File: config.mk
export PLATFORM = sky130hd
export DESIGN_NAME = delay_lfsr
export DESIGN_NICKNAME = d
export VERILOG_FILES = /design/src/delay_lfsr.sv
export VERILOG_INCLUDE_DIRS = /design/src
export SDC_FILE = /design/constraint.sdc
export NUM_CORES = 1
export LEC_CHECK = 0
export BUFFER_PORTS_ARGS = -buffer_cell sky130_fd_sc_hd__buf_2
export CORE_AREA = 2 2 39 41
export DETAILED_ROUTE_END_ITERATION = 10
export DIE_AREA = 0 0 41 43
export PLACE_DENSITY = 0.39
export SYNTH_ARGS = -nofsm -noshare
export SYNTH_HDL_FRONTEND = slang
export SYNTH_SLANG_ARGS = --single-unit
File: constraint.sdc
create_clock -name clk -period 1.2 [get_ports clk]
set_clock_uncertainty 0.05 [all_clocks]
set_input_delay 0.18 -clock clk [delete_from_list [all_inputs] [get_ports clk]]
set_output_delay 0.18 -clock clk [all_outputs]
set_load 0.02 [all_outputs]
File: src/axi_sram_consts.svh
//**********************************************************
// widths, memory depth and LFSR seed for the SRAM slave
//**********************************************************

`ifndef AXI_SRAM_CONSTS_SVH
`define AXI_SRAM_CONSTS_SVH

// byte address and data bus widths
`define AXS_ADDR_W 32
`define AXS_DATA_W 32

// one strobe bit per data byte
`define AXS_STRB_W (`AXS_DATA_W/8)

// word array size
`define AXS_MEM_DEPTH 256
`define AXS_IDX_W 8

// response delay generator start value
`define AXS_LFSR_SEED 4'h1

`endif

File: src/delay_lfsr.sv
//**********************************************************
// 4-bit Fibonacci LFSR for the random response delay
//**********************************************************

`timescale 1ns/10ps
`default_nettype none

`include "axi_sram_consts.svh"

module delay_lfsr (
	input  logic       clk,
	input  logic       rstn,
	output logic [3:0] delay_o
);

	logic [3:0] lfsr_q;
	logic       fb;

	assign fb = lfsr_q[3] ^ lfsr_q[2];    // x^4 + x^3 + 1

	always_ff @(posedge clk) begin
		if (!rstn)
			lfsr_q <= `AXS_LFSR_SEED;
		else
			lfsr_q <= {lfsr_q[2:0], fb};
	end

	// state runs 1..15, shift down so a zero wait is possible
	assign delay_o = lfsr_q - 4'd1;

endmodule

`default_nettype wire

## After elaboration in Yosys (flattened, before gate mapping)

Index checks and enable logic that the tools add are counted.

- Register bits after elaboration: 4
- Bits of input ports: 2
- Output and inout bits: 4
- Logic and storage cells: 3

- Add/sub/neg operators: 1
- Bitwise logic cells: 1

Operator list:

| operator | count |
|---|---|
| $sub 4x1->4 const B | 1 |
| $xor 1x1->1 | 1 |

## Longest topological paths before layout

Gate-level depths: netlist (run 1).

- Word-level depth: 1
- Gate-level depth with buffers: 3
- Depth with buffers taken out: 3

## Worst setup path after synthesis (run 1)

OpenSTA, ideal clock, no wires.

- Kind: flip-flop to output port
- Start: register lfsr_q[0]
- End: output delay_o[2]
- Arrival: 1028 ps
- Required time: 970 ps
- Slack: -58 ps
- Stages on the path, launching flop included: 4
- Buffers on the path: 0
- Path through: dfxtp_1 > inv_1 > ha_1 > xor2_1

- Longest elaborated chain between the ends: 1

Ends and longest elaborated chain:

| what | line | source |
|---|---|---|
| from (decl) | delay_lfsr.sv:16 | `logic [3:0] lfsr_q;` |
| from (signal assigned) | delay_lfsr.sv:23 | `` lfsr_q <= `AXS_LFSR_SEED; `` |
| from (signal assigned) | delay_lfsr.sv:25 | `lfsr_q <= {lfsr_q[2:0], fb};` |
| $sub 4x1->4 | delay_lfsr.sv:29 | `assign delay_o = lfsr_q - 4'd1;` |
| to (decl) | delay_lfsr.sv:13 | `output logic [3:0] delay_o` |

No other way between the ends.

## Worst setup path in the final report (run 1)

- Start: register lfsr_q[0]
- End: output delay_o[3]

The elaborated chain is that of the path after synthesis.

==> out/metrics.yaml, run 1 <==
status: "complete, but fails checks"
violations: "negative setup slack"
r2r_slack_ps: 340
netSwitchingFraction: 0.264
p_int_uw: 313
clock_power_share: 0.376
path_buf_inv: 1
finalSetupViolCount: 3
power.density_mw_per_mm2: 1350
syn_area_per_cell_um2: 10.2
power_uw: 425
drtIter0Drc: 0
ctsHoldBuffers: 0
worstSetupEndpointType: "primary output"
grt_pass1_wl_um: 586
synth_cells: 16
cp.arrival_ps: 1060
drt-pass1-iter-count: 1
pwr-share-comb: 0.262
slowest_delay_ps: 350
diodes: 0
clock_sinks: 4
clock.fmax_mhz: 774
finalInstanceArea_um2: 314
syn_nets: 19
ioPinCount: 6
grt_pass1_vias: 137
overflow: 0
hold_viol_final: 0
final_cell_mix: "buf_6 (4), clkbuf_4 (3), dfxtp_4 (3)"
max_slew.worst_pin.slew_ps: 139
htreeDepth: 1
die_height_um: 43
fillCellCount: 148
yosys_warnings: 0
drive_above_1_share: 0.769
via_per_inst: 3.12
ys_seq_elements: 4
rsz0062_at_grt: "true"
hold_class: "input port to register"
ys_types: 9
cts_root_buf: "clkbuf_4"
vias: 131
dpl_cell_area_um2: 216
final_common_cell: "buf_6"
worst_slack_ps: -92.7
drc_errors: 0
ys_seq_area_frac: 0.489
start_util: 0.118
critical_path.slowest_cell: "dfxtp_4"
period_needed_ps: 1290
peakVddDrop_v: 0.000345
largest_register_ffs: 4
ff_latch_area_um2: 91.3
numCtsBuffers: 3
min_period_over_period: 1.08
cp_cell_sequence: "nor3_4, xor2_1, buf_4"
grt_max_degree: 5
max_flop_register: "lfsr_q"
cp.required_ps: 970
place_inst: 37
core_area_mm2: 0.00138
dieWidth_um: 41
antenna_found_initial: 0
cpLargestDelayFamily: "flip-flops"
rows: 14
postRouteAntennaNets: 0
hold_slack_ps: 92.9
leakagePower_uw: 0.000139
nNetsFinal: 31
gp_congestion: 0.518
critical_path_class: "register to primary output"
cts_tree: "yes"
slew_headroom: 0.906
clk_pin_slew_ps: 40
critPathMaxFanout: 3
largestRegisters: "lfsr_q x4"
dieArea_mm2: 0.00176
power_frac_seq: 0.362
clockBufferDepth: 2
p_switching_uw: 112
multiInputGateArea_um2: 98.8
final_cells: 42
wl_um: 328
maxSlewViolCount: 0
synth_area_um2: 164
port-buffer-count: 5
wl_per_cell_um: 7.81
worstSetupStartpointType: "register"
max_cap_violations: 0
clkLatencyLatePin_ps: 230
area_growth_pct: 91.6
track_usage: 0.0554
==> synthesized netlist by cell type <==
master / n / share of area
nor3_2: 1 / 0.061
nand2_1: 1 / 0.023
inv_1: 3 / 0.069
and2_2: 1 / 0.046
xnor2_1: 1 / 0.053
dfxtp_1: 4 / 0.49
and2_1: 2 / 0.076
ha_1: 1 / 0.076
xor2_1: 2 / 0.11
==> cell type report <==
type / instances / area share
Inverter: 3 / 0.0518
Timing Repair Buffer: 7 / 0.207
Sequential cell: 4 / 0.291
Multi-Input combinational cell: 9 / 0.315
Clock buffer: 3 / 0.0717
Tap cell: 16 / 0.0637
==> kinds of logic after synthesis <==
kind of cell / count (synthesis) / synth area share
fa+ha+maj: 1 / 0.0763
flops: 4 / 0.489
simple gates: 5 / 0.206
buf+inv: 3 / 0.0687
xor+xnor: 3 / 0.160
==> per-stage QoR <==
stage / TNS, ps / util / setup WS, ps
after floorplan: 0 / - / 25.6
after global placement: 0 / 0.156 / 67.6
after detailed placement: 0 / 0.156 / 29.3
after CTS: -287 / 0.215 / -121
after global routing: -392 / 0.227 / -161
final: -256 / 0.227 / -92.7
==> power by group through the flow <==
stage	clock network [uW]	registers [uW]	logic, uW
floorplan	0	151	47.9
global route	171	156	122
CTS	168	154	111
finish	160	154	111
global placement	0	152	67.1
detailed placement	0	153	68.7
==> routing by layer <==
| layer | track usage | share of wire |
|---|---|---|
| met1 | 0.0649 | 0.44 |
| met2 | 0.0625 | 0.45 |
| met3 | 0.0471 | 0.11 |
| met4 | 0.0400 | 0 |
| met5 | 0 | 0 |
==> path summary, 6_finish.rpt <==
path | startpoint | end | cells after the start
max | lfsr_q[0] | delay_o[3] | 3
min | rstn | lfsr_q[0] | 2
max reg2reg | lfsr_q[2] | lfsr_q[0] | 3
min reg2reg | lfsr_q[2] | lfsr_q[3] | 1
==> what timing repair did <==
action,in CTS,in global routing
resized for setup,16,7
setup endpoints to repair,3,4
pin swaps,3,2
buffers inserted,2,1
Note: power is estimated with default switching activity, not from simulation.
==> run 2, diff against run 1 <==
- ABC_AREA: unset -> 1
==> run 2 against run 1 <==
The flow still finishes with violations (negative setup slack). Combinational power down 5%. Sequential power hardly changed. Utilization is 0.54 points lower. Setup slack improved by 21 ps.
==> out/metrics.yaml, run 2 <==
synth_area_um2: 175  # +6.9%
wl_met3_um: 26  # -26%
clockBufferDepth: 2  # unchanged
status: "complete, but fails checks"
dieWidth_um: 41  # unchanged
r2r-end: "lfsr_q[0]"
core_area_mm2: 0.00138  # unchanged
port-buffer-count: 5  # unchanged
slowest_delay_ps: 340  # about the same
highest_layer: "met4"
cp_cell_sequence: "inv_2, ha_4, xor2_2, buf_6"
vias: 174  # +33%
yosys_warnings: 0  # unchanged
clock.fmax_mhz: 786  # +1.6%
peakVddDrop_v: 0.000455  # +32%
synth_area_leader_cell: "dfxtp_1"
via_per_inst: 3.41  # +9.4%
cts_root_buf: "clkbuf_4"
diodes: 0  # unchanged
leakagePower_uw: 0.000162  # +17%
synth_cells: 25  # +9
cts_tree: "yes"
syn_nets: 28  # +9
maxSlewViolCount: 0  # unchanged
synth_top_cell_area_share: 0.457  # -0.0314
wl_um: 332  # +1.2%
final_common_cell: "nand2_1"
clkLatencyLatePin_ps: 240  # about the same
p_switching_uw: 115  # +2.5%
grt_pass1_wl_um: 531  # -9.4%
largest_register_ffs: 4  # unchanged
finalSetupViolCount: 3  # unchanged
power_frac_seq: 0.357  # -0.005
wl_per_cell_um: 6.51  # -17%
synth-compound-area-share: 0  # unchanged
max_flop_register: "lfsr_q"
pwr-share-comb: 0.247  # -0.015
cpLargestDelayFamily: "flip-flops"
worst_slack_ps: -71.7  # +21.0 ps
crit_cells: 4  # +1
cp.arrival_ps: 1040  # -20 ps
synth-adder-area-share: 0.0714  # -0.00491
place_hpwl_um: 247
max_cap_violations: 0  # unchanged
synthXorXnorAreaFrac: 0.0500  # -0.110
reg2regPathDepth: 3  # unchanged
clock_power_share: 0.396  # +0.020
worstSetupStartpointType: "register"
place_inst: 47  # +27%
gp_congestion: 0.609  # +18%
crit_start: "lfsr_q[1]"
critPathMaxFanout: 3  # unchanged
synth_top_family_by_area: "simple AND/OR/NAND/NOR gates"
holdPathStages: 2  # unchanged
power.density_mw_per_mm2: 1380  # +2.2%
endpoint: "delay_o[2]"
htreeDepth: 1  # unchanged
drc_errors: 0  # unchanged
max_slew.worst_pin.slew_ps: 131  # -8.01 ps
ioPinCount: 6  # unchanged
numCtsBuffers: 3  # unchanged
synthSimpleGateAreaFrac: 0.250  # +0.0439
track_usage: 0.0543  # -0.00112
min_period_over_period: 1.06  # -0.0175
grt_max_degree: 6  # +1
netSwitchingFraction: 0.271  # +0.00721
drt-pass1-iter-count: 4  # +3
drtIter0Drc: 4  # +4
nNetsFinal: 40  # +29%
p_int_uw: 309  # -1.2%
dieArea_mm2: 0.00176  # unchanged
start_util: 0.127  # +0.00814
period_needed_ps: 1270  # -21.0 ps
antenna_found_initial: 0  # unchanged
path_buf_inv: 2  # +1
wl_met1_um: 158  # +9.7%
ys_top_cells_by_area: "dfxtp_1 (46%), inv_1 (17%), nand2_1 (17%), ha_1 (7.1%), nand3_1 (5.7%)"
synth_edf_count: 0  # unchanged
syn_area_per_cell_um2: 7.01  # -32%
hold_viol_final: 0  # unchanged
die_height_um: 43  # unchanged
final_cell_mix: "nand2_1 (8), inv_1 (5), buf_6 (4)"
clk_pin_slew_ps: 40  # about the same
r2r_start: "lfsr_q[2]"
utilization: 0.222  # -0.00543
worstSetupEndpointType: "primary output"
hold_start: "rstn"
ys_seq_elements: 4  # unchanged
slew_headroom: 0.912  # +0.00601
critical_path_class: "register to primary output"
overflow: 0  # unchanged
postRouteAntennaNets: 0  # unchanged
largestRegisters: "lfsr_q x4"
area_growth_pct: 75.0
synthTopCellsByCount: "inv_1 (8), nand2_1 (8), dfxtp_1 (4)"
violations: "negative setup slack"
rows: 14  # unchanged
dr_wl_met2_um: 142  # -4.1%
synth_top_flop_cell: "dfxtp_1"
ys_seq_area_frac: 0.457  # -0.0314
drive_above_1_share: 0.543  # -0.226
rsz0062_at_grt: "true"
yosys-mux-area-fraction: 0  # unchanged
r2r_slack_ps: 490  # +150 ps
final_cells: 51  # +21%
clock_sinks: 4  # unchanged
hold_class: "input port to register"
ys_types: 7  # -2
cp.required_ps: 970  # about the same
critical_path.slowest_cell: "dfxtp_2"
ys_async_sr_fraction: 0  # unchanged
grt_pass1_vias: 150  # +9.5%
-- run 2: worst register-to-register path, delay by kind of cell (launching register included) --
kind          cells  cell delay (ps)
flops             1              380
simple gates      2              110
buf+inv           1               50
-- run 2: what timing repair did --
| action | in CTS | in global routing |
|---|---|---|
| endpoints found under the setup margin | 3 | 3 |
| buffers inserted | 1 | 0 |
| hold buffers | 0 | 0 |
| resized for setup | 14 | 2 |
| pin swaps | 1 | 1 |
-- run 2: power by group through the flow --
stage	registers (uW)	logic [uW]	clock network, uW
2_1_floorplan	149	48.5	0
3_3_place_gp	152	72.1	0
3_5_place_dp	151	72.4	0
4_1_cts	151	102	174
5_1_grt	153	114	188
6_report	152	105	168
-- run 2: area by class of cell --
cell class	instances	area, um^2
inverter	8	30.0
sequential	4	83.8
tap	16	20.0
multi-input combinational	13	87.6
timing repair buffer	7	62.6
fill	161	1080
clock buffer	3	22.5
-- run 2: logic make-up after synthesis --
logic type,Yosys count
XOR/XNOR,1
adder cells (fa/ha/maj),1
buffers and inverters,8
flip-flops,4
AND/OR/NAND/NOR,11
-- run 2: worst min-delay path by stage --
stage	to	slack, ps
after CTS	lfsr_q[0]	120
final	lfsr_q[0]	120
after global routing	lfsr_q[0]	110
after global placement	lfsr_q[0]	370
after detailed placement	lfsr_q[0]	360
after floorplan	lfsr_q[0]	210
-- run 2: through the flow --
stage	setup slack (ps)	cell area, um^2	total power [uW]	setup TNS (ps)	hold WS, ps
after floorplan	6.89	183	198	0	215
after global placement	72.0	235	224	0	366
after detailed placement	89.7	235	224	0	363
after CTS	-89.7	300	428	-183	117
after global routing	-118	307	454	-286	114
final	-71.7	307	424	-147	120
-- run 2: layer usage --
layer | vias up | global-route usage
met5 | - | 0
met4 | 0 | 0.100
met3 | 2 | 0.0314
met2 | 7 | 0.0500
met1 | 76 | 0.0548
li1 | 89 | -
