[src/axi_sram_consts.svh]
//**********************************************************
// widths, memory depth and LFSR seed for the SRAM slave
//**********************************************************

`ifndef AXI_SRAM_CONSTS_SVH
`define AXI_SRAM_CONSTS_SVH

// byte address and data bus widths
`define AXS_ADDR_W 32
`define AXS_DATA_W 32

// one strobe bit per data byte
`define AXS_STRB_W (`AXS_DATA_W/8)

// word array size
`define AXS_MEM_DEPTH 256
`define AXS_IDX_W 8

// response delay generator start value
`define AXS_LFSR_SEED 4'h1

`endif

[src/axi_sram_pkg.sv]
//**********************************************************
// shared types of the SRAM slave
// addresses, data words, strobes, word index, response code
//**********************************************************

`default_nettype none

`include "axi_sram_consts.svh"

package axi_sram_pkg;

	typedef logic [`AXS_ADDR_W-1:0] addr_t;    // byte address
	typedef logic [`AXS_DATA_W-1:0] data_t;
	typedef logic [`AXS_STRB_W-1:0] strb_t;    // byte enables
	typedef logic [`AXS_IDX_W-1:0]  idx_t;     // word index into the array

	// only the two codes this slave ever returns
	typedef enum logic [1:0] {
		RESP_OKAY   = 2'd0,
		RESP_SLVERR = 2'd2
	} resp_t;

endpackage

`default_nettype wire

[src/axi_sram_if.sv]
//**********************************************************
// stage-to-stage interfaces of the SRAM slave
// stg_req_if  request stage to word array
// stg_rsp_if  word array to response stage
//**********************************************************

`timescale 1ns/10ps
`default_nettype none


// one-cycle result pulse from the array
interface stg_rsp_if
	import axi_sram_pkg::*;
();
	logic  valid;
	logic  is_write;
	data_t rdata;
	resp_t resp;

	modport src (output valid, is_write, rdata, resp);
	modport dst (input  valid, is_write, rdata, resp);
endinterface

`default_nettype wire

[src/axi_sram_rsp_stage.sv]
//**********************************************************
// response stage of the SRAM slave
// random delay countdown, R / B holding registers
// and the done pulse back to the request stage
//**********************************************************

`timescale 1ns/10ps
`default_nettype none

module axi_sram_rsp_stage
	import axi_sram_pkg::*;
(
	input  logic       clk,
	input  logic       rstn,

	stg_rsp_if.dst     rsp,
	input  logic [3:0] delay_i,    // from the LFSR

	// read data
	output data_t      r_data_o,
	output resp_t      r_resp_o,
	output logic       r_valid_o,
	input  logic       r_ready_i,

	// write response
	output resp_t      b_resp_o,
	output logic       b_valid_o,
	input  logic       b_ready_i,

	output logic       done_o
);

	logic       busy_q;     // response captured, not yet handed over
	logic [3:0] cnt_q;
	logic       wr_q;
	data_t      rdata_q;
	resp_t      resp_q;
	logic       fire;

	always_ff @(posedge clk) begin
		if (!rstn)
			busy_q <= 1'b0;
		else if (rsp.valid)
			busy_q <= 1'b1;
		else if (done_o)
			busy_q <= 1'b0;
	end

	// D loaded with the token, valid shows once it hits zero
	always_ff @(posedge clk) begin
		if (!rstn)
			cnt_q <= 4'd0;
		else if (rsp.valid)
			cnt_q <= delay_i;
		else if (busy_q && cnt_q != 4'd0)
			cnt_q <= cnt_q - 4'd1;
	end

	// held steady while the master stalls
	always_ff @(posedge clk) begin
		if (rsp.valid) begin
			wr_q    <= rsp.is_write;
			rdata_q <= rsp.rdata;
			resp_q  <= rsp.resp;
		end
	end

	assign fire = busy_q & (cnt_q == 4'd0);

	// channel chosen by the request kind
	assign r_valid_o = fire & ~wr_q;
	assign b_valid_o = fire & wr_q;

	assign r_data_o = rdata_q;
	assign r_resp_o = resp_q;
	assign b_resp_o = resp_q;

	// the completing handshake frees the request stage
	assign done_o = (r_valid_o & r_ready_i) | (b_valid_o & b_ready_i);

endmodule

`default_nettype wire

[src/flat_wrapper.sv]
// flat-port wrapper written by rule: the top's interface ports become plain ports
module axi_sram_rsp_stage_flat import axi_sram_pkg::*;
  (clk, rstn, delay_i, r_data_o, r_resp_o, r_valid_o, r_ready_i, b_resp_o, b_valid_o, b_ready_i, done_o, rsp_valid, rsp_is_write, rsp_rdata, rsp_resp);
  stg_rsp_if rsp_i ();
  input  logic clk;
  input  logic rstn;
  input  logic [3:0] delay_i;
  output data_t r_data_o;
  output resp_t r_resp_o;
  output logic r_valid_o;
  input  logic r_ready_i;
  output resp_t b_resp_o;
  output logic b_valid_o;
  input  logic b_ready_i;
  output logic done_o;
  input wire logic [$bits(rsp_i.valid)-1:0] rsp_valid;
  input wire logic [$bits(rsp_i.is_write)-1:0] rsp_is_write;
  input wire logic [$bits(rsp_i.rdata)-1:0] rsp_rdata;
  input wire logic [$bits(rsp_i.resp)-1:0] rsp_resp;
  assign rsp_i.valid = rsp_valid;
  assign rsp_i.is_write = rsp_is_write;
  assign rsp_i.rdata = rsp_rdata;
  assign rsp_i.resp = rsp_resp;
  axi_sram_rsp_stage u_core (.clk(clk), .rstn(rstn), .rsp(rsp_i), .delay_i(delay_i), .r_data_o(r_data_o), .r_resp_o(r_resp_o), .r_valid_o(r_valid_o), .r_ready_i(r_ready_i), .b_resp_o(b_resp_o), .b_valid_o(b_valid_o), .b_ready_i(b_ready_i), .done_o(done_o));
endmodule
[config.mk]
export PLATFORM = sky130hd
export DESIGN_NAME = axi_sram_rsp_stage_flat
export DESIGN_NICKNAME = d
export VERILOG_FILES = /design/src/axi_sram_pkg.sv /design/src/axi_sram_if.sv /design/src/axi_sram_rsp_stage.sv /design/src/flat_wrapper.sv
export VERILOG_INCLUDE_DIRS = /design/src
export SDC_FILE = /design/constraint.sdc
export NUM_CORES = 1
export LEC_CHECK = 0
export ABC_AREA = 1
export BUFFER_PORTS_ARGS = -buffer_cell sky130_fd_sc_hd__buf_4
export CORE_MARGIN = 1
export CORE_UTILIZATION = 40
export CTS_CLUSTER_DIAMETER = 30
export CTS_CLUSTER_SIZE = 24
export DETAILED_ROUTE_END_ITERATION = 8
export PLACE_DENSITY_LB_ADDON = 0.3
export SETUP_SLACK_MARGIN = 0.15
export SYNTH_ARGS = -nofsm -noshare
export SYNTH_HDL_FRONTEND = slang
export SYNTH_SLANG_ARGS = --single-unit
[constraint.sdc]
create_clock -name clk -period 1.6 [get_ports clk]
set_input_delay 0.4 -clock clk [delete_from_list [all_inputs] [get_ports clk]]
set_output_delay 0.4 -clock clk [all_outputs]
set_load 0.03 [all_outputs]
Yosys cells after proc, flatten, opt, wreduce, memory -nomap -nowiden
Index checks and enable logic that the tools add are counted.
Storage, ports and cells
  word-level logic and storage cells: 22
  register bits: 40
  output and inout port bits: 39
Cells by class
  bitwise gates (word level): 7
  add/sub/neg operators: 1
  mux-type cells: 4
  reductions and logical operators: 5
Operators by type and width (count)
  $mux W4: 2
  $and A1 B1 Y1: 5
  $logic_not A4 Y1: 1
  $reduce_bool A2 Y1: 2
  $reduce_bool A4 Y1: 1
  $sub A4 B1 Y4 const B: 1
  $mux W1: 2
  $logic_and A1 B1 Y1: 1
  $not A1 Y1: 1
  $or A1 B1 Y1: 1

Depth between registers and ports, before layout
  depth in word-level cells: 7
  mapped depth: 9
  depth with buffers taken out: 9

Least setup slack after synthesis
Ideal clock, no wire load.
  path kind: register -> output
  start: register u_core.cnt_q[0]
  end: output port b_valid_o
  buffers on the path: 0
  stages on the path, launching flop included: 7
  arrival time: 1.239 ns
  slack: -0.039 ns
  path through: dfxtp_1 -> inv_1 -> ha_1 -> nand2_2 -> nor2_4 -> nand2_1 -> nor2_1
On the way
  longest elaborated chain between the ends: 3
Ends and longest elaborated chain
  start: declaration: RTL line axi_sram_rsp_stage.sv:34  | logic [3:0] cnt_q;
  start signal: assignment: RTL line axi_sram_rsp_stage.sv:54  | cnt_q <= delay_i;
  start signal: assignment: RTL line axi_sram_rsp_stage.sv:56  | cnt_q <= cnt_q - 4'd1;
  $logic_not A4 Y1: RTL line axi_sram_rsp_stage.sv:68  | assign fire = busy_q & (cnt_q == 4'd0);
  $and A1 B1 Y1: RTL line axi_sram_rsp_stage.sv:68
  $and A1 B1 Y1: RTL line axi_sram_rsp_stage.sv:72  | assign b_valid_o = fire & wr_q;
  end: declaration: RTL line flat_wrapper.sv:13  | output logic b_valid_o;
Every way passes these cells.

Worst setup path after layout
  start: register u_core.cnt_q[1]
  end: output port done_o
On the way
  longest elaborated chain between the ends: 5
  elaborated cells on any way between the ends: 7
  classes of those cells: 6 x bitwise; 1 x reduce/logical
Ends and longest elaborated chain
  $logic_not A4 Y1 *: RTL line axi_sram_rsp_stage.sv:68
  $and A1 B1 Y1 *: RTL line axi_sram_rsp_stage.sv:68
  $and A1 B1 Y1 (on tied branches): RTL line axi_sram_rsp_stage.sv:71, axi_sram_rsp_stage.sv:72
  $and A1 B1 Y1: RTL line axi_sram_rsp_stage.sv:79  | assign done_o = (r_valid_o & r_ready_i) | (b_valid_o & b_ready_i);
  $or A1 B1 Y1 *: RTL line axi_sram_rsp_stage.sv:79
  end: declaration: RTL line flat_wrapper.sv:15  | output logic done_o;
Mark *: on every way between the ends. The rest lies on a longest branch, timed or not.

==> metrics.cfg <==
[outcome]
status = finished with violations
violations = negative setup slack

[placed_design]
place_area_mm2 = 0.002117
routabilityCongestion = 0.7695
dp_hpwl_um = 2185
pre_cts_slack_ps = 48.57
portBuffers = 82

[routing]
vias = 1027
drc = 0
routed_wl_um = 2873
viasPerCell = 4.524
drtAntennaViolNets = 0
dr.pass1.iters = 6
avgRoutedWirePerCell_um = 12.66
drt_iter0_markers = 29

[cts]
cts_buffers = 5
tritoncts = built
cts_root_buffer = clkbuf_4
htreeDepth = 2
hold_buffers = 0
cts.sinks = 40
cts_max_path_buffers = 2
clk_pin_slew_ps = 120
insertion_delay_ps = 330

[worst_setup_path]
critical-path-max-stage-delay_ps = 350
crit_family = simple AND/OR/NAND/NOR gates
crit_type = reg2out
r2r_end = u_core.cnt_q[0]
critPathLaunchType = register
critPathCaptureType = primary output
ff2ff_path_depth = 8
crit_path_cell_trace = inv_2 -> ha_4 -> nand2_4 -> nor2_4 -> nand4_1 -> nand2_2 -> buf_6
r2r_slack_ps = 240
path_max_fanout = 5
required_ps = 1200
rr_startpoint = u_core.cnt_q[1]
cp-endpoint = done_o
startpoint = u_core.cnt_q[1]
worstPathArrival_ps = 1460
crit_buf_inv = 2
worst-path-stages = 7
cp_slowest_cell = dfxtp_2

[synth]
synthTopCellsByArea = edfxtp_1 75%, dfxtp_1 7.1%, nor2_1 2.1%, nand2_1 1.9%, nor2_4 1.6%
synth_seq_cells = 40
yosysWarnings = 0
yosys.cell_types.count = 21
synth_top_area_cell = edfxtp_1
synth_area_per_cell_um2 = 16.11
synth_common_cells = 35 x edfxtp_1, 8 x nor2_1, 7 x nand2_1
syn_inst = 87
synth-seq-area-share_pct = 82.14
synth.cell_area_mm2 = 0.001401
async_flop_share_pct = 0
syn_nets = 132
synth_edf_count = 35
synth_top_flop_cell = edfxtp_1
synth_most_common_cell = edfxtp_1
synth_top_cell_area_share_pct = 75.00

[sta]
fin_crit_sh_pct = 116.3
hold_viol = 0
period_needed_ps = 1860
slew_violations = 0
finClkSkew_ps = 6.124
rsz0062_at_grt = yes
finalWorstSetupSlack_ps = -260.0
maxSlewHeadroom_pct = 81.98
worst_pin_slew_ps = 269.9
setup_violations = 3
fmax_ghz = 0.5376

[cells_and_area]
fin_area_mm2 = 0.002240
drive_above_1_share_pct = 62.43
seqCellArea_mm2 = 0.001152
n_antenna_cell = 0
nets = 225
syn_to_final_growth_pct = 59.82
fill_cells = 254
multi_input_comb_area_um2 = 247.7

[die]
io_pins = 83
core-area_mm2 = 0.003337
rows = 21
fp.dieH_um = 61.19
start_util_pct = 41.99
die_x_um = 61.19
die_area_mm2 = 0.003744

[power_and_ir_drop]
p_leak_uw = 0.0009738
peakVddDrop_v = 0.0004994
p_per_area_mw_per_mm2 = 1076

[global_route]
grt_pass1_wl_um = 3857
first_global_vias = 898
overflow = 0
grt_use_total_pct = 15.09
grt_max_degree = 18
antenna_found_initial = 0

[worst_hold_path]
min_path_type = in2reg

[run]
max_cap_violations = 0

[through the flow]
stage          hold slack [ps]  utilization, %  cells  power (µW)  TNS [ps]
2_1_floorplan            498.9               -     87        1545         0
3_3_place_gp             525.7           63.44    215        1760         0
3_5_place_dp             540.4           63.44    215        1775         0
4_1_cts                  211.4           66.89    226        2435    -670.0
5_1_grt                  204.3           67.12    227        2514    -916.4
6_report                 229.8           67.12    227        2410    -672.5
[cells by family after synthesis]
logic type / count (synthesis) / share of synthesized area (%)
AOI/OAI and AO/OA: 8 / 3.304
xor gates and xnor gates: 1 / 0.6251
and+or+nand+nor: 27 / 9.823
adders and majority gates: 1 / 0.8927
buffers and inverters: 10 / 3.213
DFF: 40 / 82.14
[registers in the layout, indices dropped and copies added, names as in the netlist]
register,cells
u_core.b_resp_o,2
u_core.r_data_o,32
u_core.wr_q,1
u_core.cnt_q,4
u_core.busy_q,1
[placed cells by master, fill, tap and decap left out, drive strengths merged]
| cell type | synthesis | final |
|---|---|---|
| nor2 | 11 | 11 |
| o211ai | 1 | 1 |
| nand3b | 1 | 1 |
| ha | 1 | 1 |
| inv | 8 | 8 |
| clkinv | 0 | 1 |
| nand3 | 4 | 4 |
| nand2 | 8 | 8 |
| o21ai | 4 | 4 |
| nand4 | 2 | 2 |
| or2 | 1 | 1 |
| buf | 2 | 88 |
| a21oi | 3 | 3 |
| xor2 | 1 | 1 |
| clkbuf | 0 | 5 |
| bufinv | 0 | 1 |
| edfxtp | 35 | 35 |
| clkinvlp | 0 | 1 |
| dfxtp | 5 | 5 |
[metal layers]
metal / track usage [%] / part of all wire (%) / up-vias
met5: 0 / 0 / -
met4: 8.766 / 1.0 / 0
met3: 4.622 / 8.7 / 4
met2: 27.48 / 54 / 57
met1: 15.09 / 37 / 471
li1: - / - / 495
[how the worst min path moves through the flow]
stage | startpoint | endpoint | slack (ps) | depth (start not counted)
finish | rsp_resp[0] | u_core.b_resp_o[0] | 230 | 1
global placement | u_core.cnt_q[1] | u_core.cnt_q[1] | 530 | 2
floorplan | rsp_resp[0] | u_core.b_resp_o[0] | 500 | 0
detailed placement | u_core.cnt_q[3] | u_core.cnt_q[3] | 540 | 2
global route | rsp_rdata[15] | u_core.r_data_o[15] | 200 | 1
CTS | rsp_rdata[18] | u_core.r_data_o[18] | 210 | 1
[power breakdown]
part	leakage [µW]	switching (µW)	internal, µW	total (µW)
registers	0.000384	36.2	1230	1260
logic	0.000548	288	221	509
clock network	0.0000412	313	326	639
total	0.000974	637	1770	2410
[layout make-up]
cell class                      instances  share of cell area (%)
Tap cell                               46                   2.570
Sequential cell                        40                   51.45
Clock buffer                            5                   1.676
Clock inverter                          3                   1.899
Timing Repair Buffer                   88                   30.00
Inverter                                8                   1.341
Multi-Input combinational cell         37                   11.06
[repair_timing]
item / in CTS / in global routing
pin swaps: 3 / 1
cloned: 0 / 0
resized for setup: 4 / 0
endpoints found under the hold margin: 0 / 0
buffers inserted: 3 / 1
endpoints found under the setup margin: 3 / 3
Power figures use the tool's default switching activity.
