--- src/axi_sram_consts.svh ---
//**********************************************************
// widths, memory depth and LFSR seed for the SRAM slave
//**********************************************************

`ifndef AXI_SRAM_CONSTS_SVH
`define AXI_SRAM_CONSTS_SVH

// byte address and data bus widths
`define AXS_ADDR_W 32
`define AXS_DATA_W 32

// one strobe bit per data byte
`define AXS_STRB_W (`AXS_DATA_W/8)

// word array size
`define AXS_MEM_DEPTH 256
`define AXS_IDX_W 8

// response delay generator start value
`define AXS_LFSR_SEED 4'h1

`endif

--- src/axi_sram_pkg.sv ---
//**********************************************************
// shared types of the SRAM slave
// addresses, data words, strobes, word index, response code
//**********************************************************

`default_nettype none

`include "axi_sram_consts.svh"

package axi_sram_pkg;

	typedef logic [`AXS_ADDR_W-1:0] addr_t;    // byte address
	typedef logic [`AXS_DATA_W-1:0] data_t;
	typedef logic [`AXS_STRB_W-1:0] strb_t;    // byte enables
	typedef logic [`AXS_IDX_W-1:0]  idx_t;     // word index into the array

	// only the two codes this slave ever returns
	typedef enum logic [1:0] {
		RESP_OKAY   = 2'd0,
		RESP_SLVERR = 2'd2
	} resp_t;

endpackage

`default_nettype wire

--- src/axi_sram_if.sv ---
//**********************************************************
// stage-to-stage interfaces of the SRAM slave
// stg_req_if  request stage to word array
// stg_rsp_if  word array to response stage
//**********************************************************

`timescale 1ns/10ps
`default_nettype none

// one-cycle request pulse, issued only into an empty pipeline
interface stg_req_if
	import axi_sram_pkg::*;
();
	logic  valid;
	logic  is_write;
	idx_t  idx;
	data_t wdata;
	strb_t wstrb;
	logic  err;      // word index beyond the array

	modport src (output valid, is_write, idx, wdata, wstrb, err);
	modport dst (input  valid, is_write, idx, wdata, wstrb, err);
endinterface


`default_nettype wire

--- src/axi_sram_req_stage.sv ---
//**********************************************************
// request stage of the SRAM slave
// AR / AW+W acceptance FSM, read priority, range check
// and the request register toward the array
//**********************************************************

`timescale 1ns/10ps
`default_nettype none

`include "axi_sram_consts.svh"

module axi_sram_req_stage
	import axi_sram_pkg::*;
(
	input  logic  clk,
	input  logic  rstn,

	// read address
	input  addr_t ar_addr_i,
	input  logic  ar_valid_i,
	output logic  ar_ready_o,

	// write address
	input  addr_t aw_addr_i,
	input  logic  aw_valid_i,
	output logic  aw_ready_o,

	// write data
	input  data_t w_data_i,
	input  strb_t w_strb_i,
	input  logic  w_valid_i,
	output logic  w_ready_o,

	input  logic  done_i,    // R or B handshake finished

	stg_req_if.src req
);

	typedef enum logic {
		ST_IDLE,
		ST_BUSY
	} state_t;

	state_t state_q;
	state_t state_d;
	logic   rdy_q;       // high only while idle
	logic   rd_acc;
	logic   wr_acc;
	logic   acc;
	addr_t  acc_addr;
	addr_t  word_num;
	logic   addr_err;

	// read wins when both arrive together
	assign rd_acc = rdy_q & ar_valid_i;
	assign wr_acc = rdy_q & ~ar_valid_i & aw_valid_i & w_valid_i;
	assign acc    = rd_acc | wr_acc;

	assign ar_ready_o = rdy_q;
	// AW and W only complete as a pair, and never beside a read
	assign aw_ready_o = rdy_q & ~ar_valid_i & w_valid_i;
	assign w_ready_o  = rdy_q & ~ar_valid_i & aw_valid_i;

	assign acc_addr = rd_acc ? ar_addr_i : aw_addr_i;
	assign word_num = acc_addr >> 2;    // low two bits ignored
	assign addr_err = (word_num >= `AXS_MEM_DEPTH);

	always_comb begin
		state_d = state_q;
		case (state_q)
			ST_IDLE: begin
				if (acc)
					state_d = ST_BUSY;
			end
			ST_BUSY: begin
				if (done_i)
					state_d = ST_IDLE;
			end
			default: state_d = ST_IDLE;
		endcase
	end

	always_ff @(posedge clk) begin
		if (!rstn) begin
			state_q <= ST_IDLE;
			rdy_q   <= 1'b0;
		end else begin
			state_q <= state_d;
			rdy_q   <= (state_d == ST_IDLE);    // back up the cycle after done
		end
	end

	// request pulse, one cycle after the accept edge
	always_ff @(posedge clk) begin
		if (!rstn)
			req.valid <= 1'b0;
		else
			req.valid <= acc;
	end

	// payload captured on accept
	always_ff @(posedge clk) begin
		if (acc) begin
			req.is_write <= wr_acc;
			req.idx      <= acc_addr[`AXS_IDX_W+1:2];
			req.wdata    <= w_data_i;
			req.wstrb    <= w_strb_i;
			req.err      <= addr_err;
		end
	end

endmodule

`default_nettype wire

--- src/flat_wrapper.sv ---
// flat-port wrapper written by rule: the top's interface ports become plain ports
module axi_sram_req_stage_flat import axi_sram_pkg::*;
  (clk, rstn, ar_addr_i, ar_valid_i, ar_ready_o, aw_addr_i, aw_valid_i, aw_ready_o, w_data_i, w_strb_i, w_valid_i, w_ready_o, done_i, req_valid, req_is_write, req_idx, req_wdata, req_wstrb, req_err);
  stg_req_if req_i ();
  input  logic clk;
  input  logic rstn;
  input  addr_t ar_addr_i;
  input  logic ar_valid_i;
  output logic ar_ready_o;
  input  addr_t aw_addr_i;
  input  logic aw_valid_i;
  output logic aw_ready_o;
  input  data_t w_data_i;
  input  strb_t w_strb_i;
  input  logic w_valid_i;
  output logic w_ready_o;
  input  logic done_i;
  output wire logic [$bits(req_i.valid)-1:0] req_valid;
  output wire logic [$bits(req_i.is_write)-1:0] req_is_write;
  output wire logic [$bits(req_i.idx)-1:0] req_idx;
  output wire logic [$bits(req_i.wdata)-1:0] req_wdata;
  output wire logic [$bits(req_i.wstrb)-1:0] req_wstrb;
  output wire logic [$bits(req_i.err)-1:0] req_err;
  assign req_valid = req_i.valid;
  assign req_is_write = req_i.is_write;
  assign req_idx = req_i.idx;
  assign req_wdata = req_i.wdata;
  assign req_wstrb = req_i.wstrb;
  assign req_err = req_i.err;
  axi_sram_req_stage u_core (.clk(clk), .rstn(rstn), .ar_addr_i(ar_addr_i), .ar_valid_i(ar_valid_i), .ar_ready_o(ar_ready_o), .aw_addr_i(aw_addr_i), .aw_valid_i(aw_valid_i), .aw_ready_o(aw_ready_o), .w_data_i(w_data_i), .w_strb_i(w_strb_i), .w_valid_i(w_valid_i), .w_ready_o(w_ready_o), .done_i(done_i), .req(req_i));
endmodule
--- config.mk ---
export PLATFORM = sky130hd
export DESIGN_NAME = axi_sram_req_stage_flat
export DESIGN_NICKNAME = d
export VERILOG_FILES = /design/src/axi_sram_pkg.sv /design/src/axi_sram_if.sv /design/src/axi_sram_req_stage.sv /design/src/flat_wrapper.sv
export VERILOG_INCLUDE_DIRS = /design/src
export SDC_FILE = /design/constraint.sdc
export NUM_CORES = 1
export LEC_CHECK = 0
export CAP_MARGIN = 20
export CORE_AREA = 2 2 60 62
export CTS_CLUSTER_DIAMETER = 200
export CTS_CLUSTER_SIZE = 24
export DETAILED_ROUTE_END_ITERATION = 16
export DIE_AREA = 0 0 62 64
export DONT_BUFFER_PORTS = 1
export PLACE_DENSITY_LB_ADDON = 0.1
export SYNTH_ARGS = -nofsm -noshare
export SYNTH_HDL_FRONTEND = slang
export SYNTH_SLANG_ARGS = --single-unit
--- constraint.sdc ---
create_clock -name clk -period 8.3 [get_ports clk]
set_input_delay 1.66 -clock clk [delete_from_list [all_inputs] [get_ports clk]]
set_output_delay 1.66 -clock clk [all_outputs]
set_load 0.02 [all_outputs]
After elaboration in Yosys (flattened, before gate mapping) --
Cells that the tools add are included. Widths: inputs -> output; s select.
Operators by class: magnitude comparators 1, mux-type cells 4, bitwise operators 9
Operators by type and width (number):
- $mux 32 | 1
- $ge 30x9->1 const B | 1
- $and 1x1->1 | 5
- $not 1->1 | 3
- $mux 1 | 2
- $pmux 1 s2 | 1
- $or 1x1->1 | 1
Word-level totals: register bits 49, input bits 106, output and inout port bits 50, logic and storage cells 22

Longest topological paths before layout --
depth in word-level cells 8, mapped depth 4, gate-level depth less buffers 3

Worst setup path after synthesis --
No wires, ideal clock.
path kind input -> register, start point input port w_valid_i, end point register u_core.req.err (enable), setup time 0.449 ns, data arrival time 3.683 ns, data required time 7.851 ns, setup slack 4.168 ns, stages on the path 2, buffers on the path 0, path through a21oi_1 nor2_1
Between the ends: longest elaborated chain between the ends 2
RTL lines:
- start: declaration | line flat_wrapper.sv:15 | input logic w_valid_i;
- $and 1x1->1 | line axi_sram_req_stage.sv:56 | assign wr_acc = rdy_q & ~ar_valid_i & aw_valid_i & w_valid_i;
- $or 1x1->1 | line axi_sram_req_stage.sv:57 | assign acc = rd_acc | wr_acc;
- net u_core.acc | line axi_sram_req_stage.sv:49 | logic acc;
- end signal: assignment | line axi_sram_req_stage.sv:108 | req.err <= addr_err;
- end: declaration | line axi_sram_if.sv:21 | modport src (output valid, is_write, idx, wdata, wstrb, err);
The timed path passes the listed nets, and every way through them passes these cells. A chain may end at the register's enable or synchronous reset.

Worst setup path after layout --
start point input port ar_valid_i, end point output port w_ready_o
Between the ends: longest elaborated chain between the ends 3
RTL lines:
- start: declaration | line flat_wrapper.sv:8 | input logic ar_valid_i;
- $not 1->1 | line axi_sram_req_stage.sv:62 | assign w_ready_o = rdy_q & ~ar_valid_i & aw_valid_i;
- $and 1x1->1 (2 in series) | line axi_sram_req_stage.sv:62
- end: declaration | line flat_wrapper.sv:16 | output logic w_ready_o;
Every way passes these cells.

==> impl_metrics.csv <==
group,metric,value,unit
clock_tree,path_clk_slew,0.13,ns
critical_path,crit_family,"simple AND/OR/NAND/NOR gates",
route,post-route-drc-count,0,
hold_path,hold_depth,2,
yosys,yosysMostFrequentCell,"edfxtp_1",
route,wl_per_cell,24.3,um
timing,hold_viol,0,
yosys,ys_ff_latch,49,
finish,num_antenna_cells,0,
yosys,synth.distinct_cells,18,
timing,final_max_slew_viol_count,0,
yosys,synthTopCellsByArea,"edfxtp_1 78%, mux2_4 6.8%, dfxtp_1 3.4%",
timing,finalSetupViolCount,0,
critical_path,r2r_cells,3,
critical_path,cp.arrival,2.27,ns
power_and_ir_drop,ir_worst_vdd,0.109,mV
route,vias,852,
yosys,synth_edf_count,46,
job,cap_violations,0,
critical_path,crit_path_end_kind,"output pin",
clock_tree,cts_max_level,2,
yosys,yosys.area.top_type,"edfxtp_1",
route,top_layer_used,"met4",
hold_path,holdPathEnd,"u_core.ar_ready_o$_SDFF_PN0_",
finish,fin_nets,201,
yosys,async_flop_share,0,%
route,met2_length,2070,um
timing,relSlewSlack,50.0,%
yosys,synthFlopType,"edfxtp_1",
timing,worst_pin_slew,0.749,ns
power_and_ir_drop,powerDensity,243,mW/mm2
global_routing,grt_max_degree,47,
critical_path,r2r_slack,6.61,ns
die,rows,21,
finish,utilization,58.4,%
hold_path,min_from,"u_core.state_q$_SDFF_PN0_",
yosys,netlist_instances,88,
die,coreArea,0.00328,mm2
critical_path,crit_path_max_incr_delay,0.61,ns
clock_tree,cts_tree,"done",
clock_tree,clkLatencyLatePin,0.34,ns
critical_path,cp.required,6.64,ns
route,ant_nets,0,
timing,post-route-period-util,47.3,%
die,start_util,53.8,%
yosys,synth_top_area_share,78.2,%
clock_tree,root_buffer,"clkbuf_4",
critical_path,critPathBufInv,0,
yosys,ys_seq_area_share,81.6,%
critical_path,crit-reg2reg-launch,"u_core.ar_ready_o$_SDFF_PN0_",
global_routing,grt_util_all_layers,17.5,%
yosys,syn_area_per_cell,20.1,um2
clock_tree,postCtsSetupRepairBufs,0,
route,drtIter0Drc,53,
yosys,syn_area,0.00177,mm2
global_routing,grt_pass1_wl,4590,um
die,io_pins,156,
run_status,outcome,"complete, no violations",
critical_path,setup.worst_path.class,"input pin to output pin",
finish,drive_above_1_share,20.8,%
critical_path,worstPathCellList,"nor3b_1",
yosys,ys_warn_count,0,
global_routing,overflow,0,
route,dr_wl_met3,384,um
clock_tree,cts_buffer_depth,2,
die,dieArea,0.00397,mm2
clock_tree,cts_sinks,49,
die,die_w,62,um
place,place_congestion,0.675,
critical_path,r2r_end,"u_core.req.is_write$_DFFE_PN_",
critical_path,start_kind,"input pin",
route,wirelength,3450,um
route,vias_per_cell,6.00,
finish,syn2layout_area_growth,8.64,%
timing,final.min_clock_period,3.93,ns
timing,grt_setup_unrepaired,"no",
route,drt-met1-wl,955,um
yosys,syn_nets,194,
route,dr.pass1.iters,4,
critical_path,worst-path-max-fanout,4,
global_routing,grt_antenna_before_repair,0,
clock_tree,post_cts_resized,0,
place,io_buffers,0,
critical_path,crit_slowest_cell,"nor3b_1",
power_and_ir_drop,p_leak,0.000616,uW
die,die_y,64,um
hold_path,min_path_type,"register to register",
timing,tns,0,ns
yosys,synthTopCellsByCount,"46 x edfxtp_1, 8 x mux2_4, 8 x nor4_1, 4 x nor2_1, 3 x dfxtp_1",
global_routing,grt_pass1_vias,867,
clock_tree,cts_buffers,5,
timing,fmax,255,MHz
timing,clock_skew,0.00393,ns
clock_tree,cts_hold_buf,0,
stage by stage:
step | std cells | worst slack (ns) | cell area (um2) | hold slack, ns | power [uW]
after global placement | 133 | 4.38 | 1820 | 0.511 | 338
final | 142 | 4.37 | 1920 | 0.556 | 466
after CTS | 141 | 4.38 | 1900 | 0.557 | 470
after global routing | 142 | 4.37 | 1920 | 0.586 | 488
after detailed placement | 133 | 4.38 | 1820 | 0.527 | 340
after floorplan | 88 | 4.17 | 1770 | 0.484 | 334
power by group:
part           total [uW]  internal, uW  switching, uW
Sequential            312           289           22.8
Clock                 132          62.4           69.5
Combinational        22.2          9.61           12.6
Total                 466           361            105
cell families (layout without fill, tap and decap cells):
kind of cell | count (synthesis) | in the layout | synth area share (%)
flip-flops | 49 | 49 | 81.6
multiplexers | 8 | 8 | 6.80
buffers and inverters | 3 | 11 | 1.06
AND/OR/NAND/NOR | 25 | 25 | 9.35
AO/OA/AOI/OAI | 3 | 3 | 1.20
worst max-delay path by stage:
stage	from	endpoint	slack (ns)	depth (start not counted)
floorplan	w_valid_i	u_core.req.err$_DFFE_PN_	4.17	2
global placement	ar_valid_i	w_ready_o	4.38	1
detailed placement	ar_valid_i	w_ready_o	4.38	1
CTS	ar_valid_i	w_ready_o	4.38	1
global route	ar_valid_i	w_ready_o	4.37	1
finish	ar_valid_i	w_ready_o	4.37	1
registers in the layout, indices dropped and copies added (netlist names):
name,count
u_core.req.wstrb,4
u_core.req.is_write,1
u_core.req.wdata,32
u_core.req.valid,1
u_core.req.err,1
u_core.req.idx,8
u_core.state_q,1
u_core.ar_ready_o,1
layout make-up:
type	instances	area (um2)
Tap cell	46	57.6
Inverter	2	7.51
Timing Repair Buffer	1	20.0
Clock buffer	5	37.5
Multi-Input combinational cell	36	314
Sequential cell	49	1440
Fill cell	260	1370
Clock inverter	3	41.3
per-layer routing:
| metal | vias up | track usage [%] |
|---|---|---|
| met3 | 2 | 6.68 |
| met4 | 0 | 10.1 |
| li1 | 370 | - |
| met1 | 394 | 14.3 |
| met2 | 86 | 32.6 |
| met5 | - | 0 |
placed cells by master (no fill, tap or decap), drive strengths merged:
master and count:
nor2 4, nand2b 1, nand4 2, buf 1, inv 2, clkinvlp 1, clkinv 1, and2 2
a22o 1, nand4b 2, o31ai 1, nor4 10, mux2 8, bufinv 1, a21oi 1, dfxtp 3
clkbuf 5, nand2 1, nor3b 2, edfxtp 46, nor3 1
(Power assumes the default switching activity.)
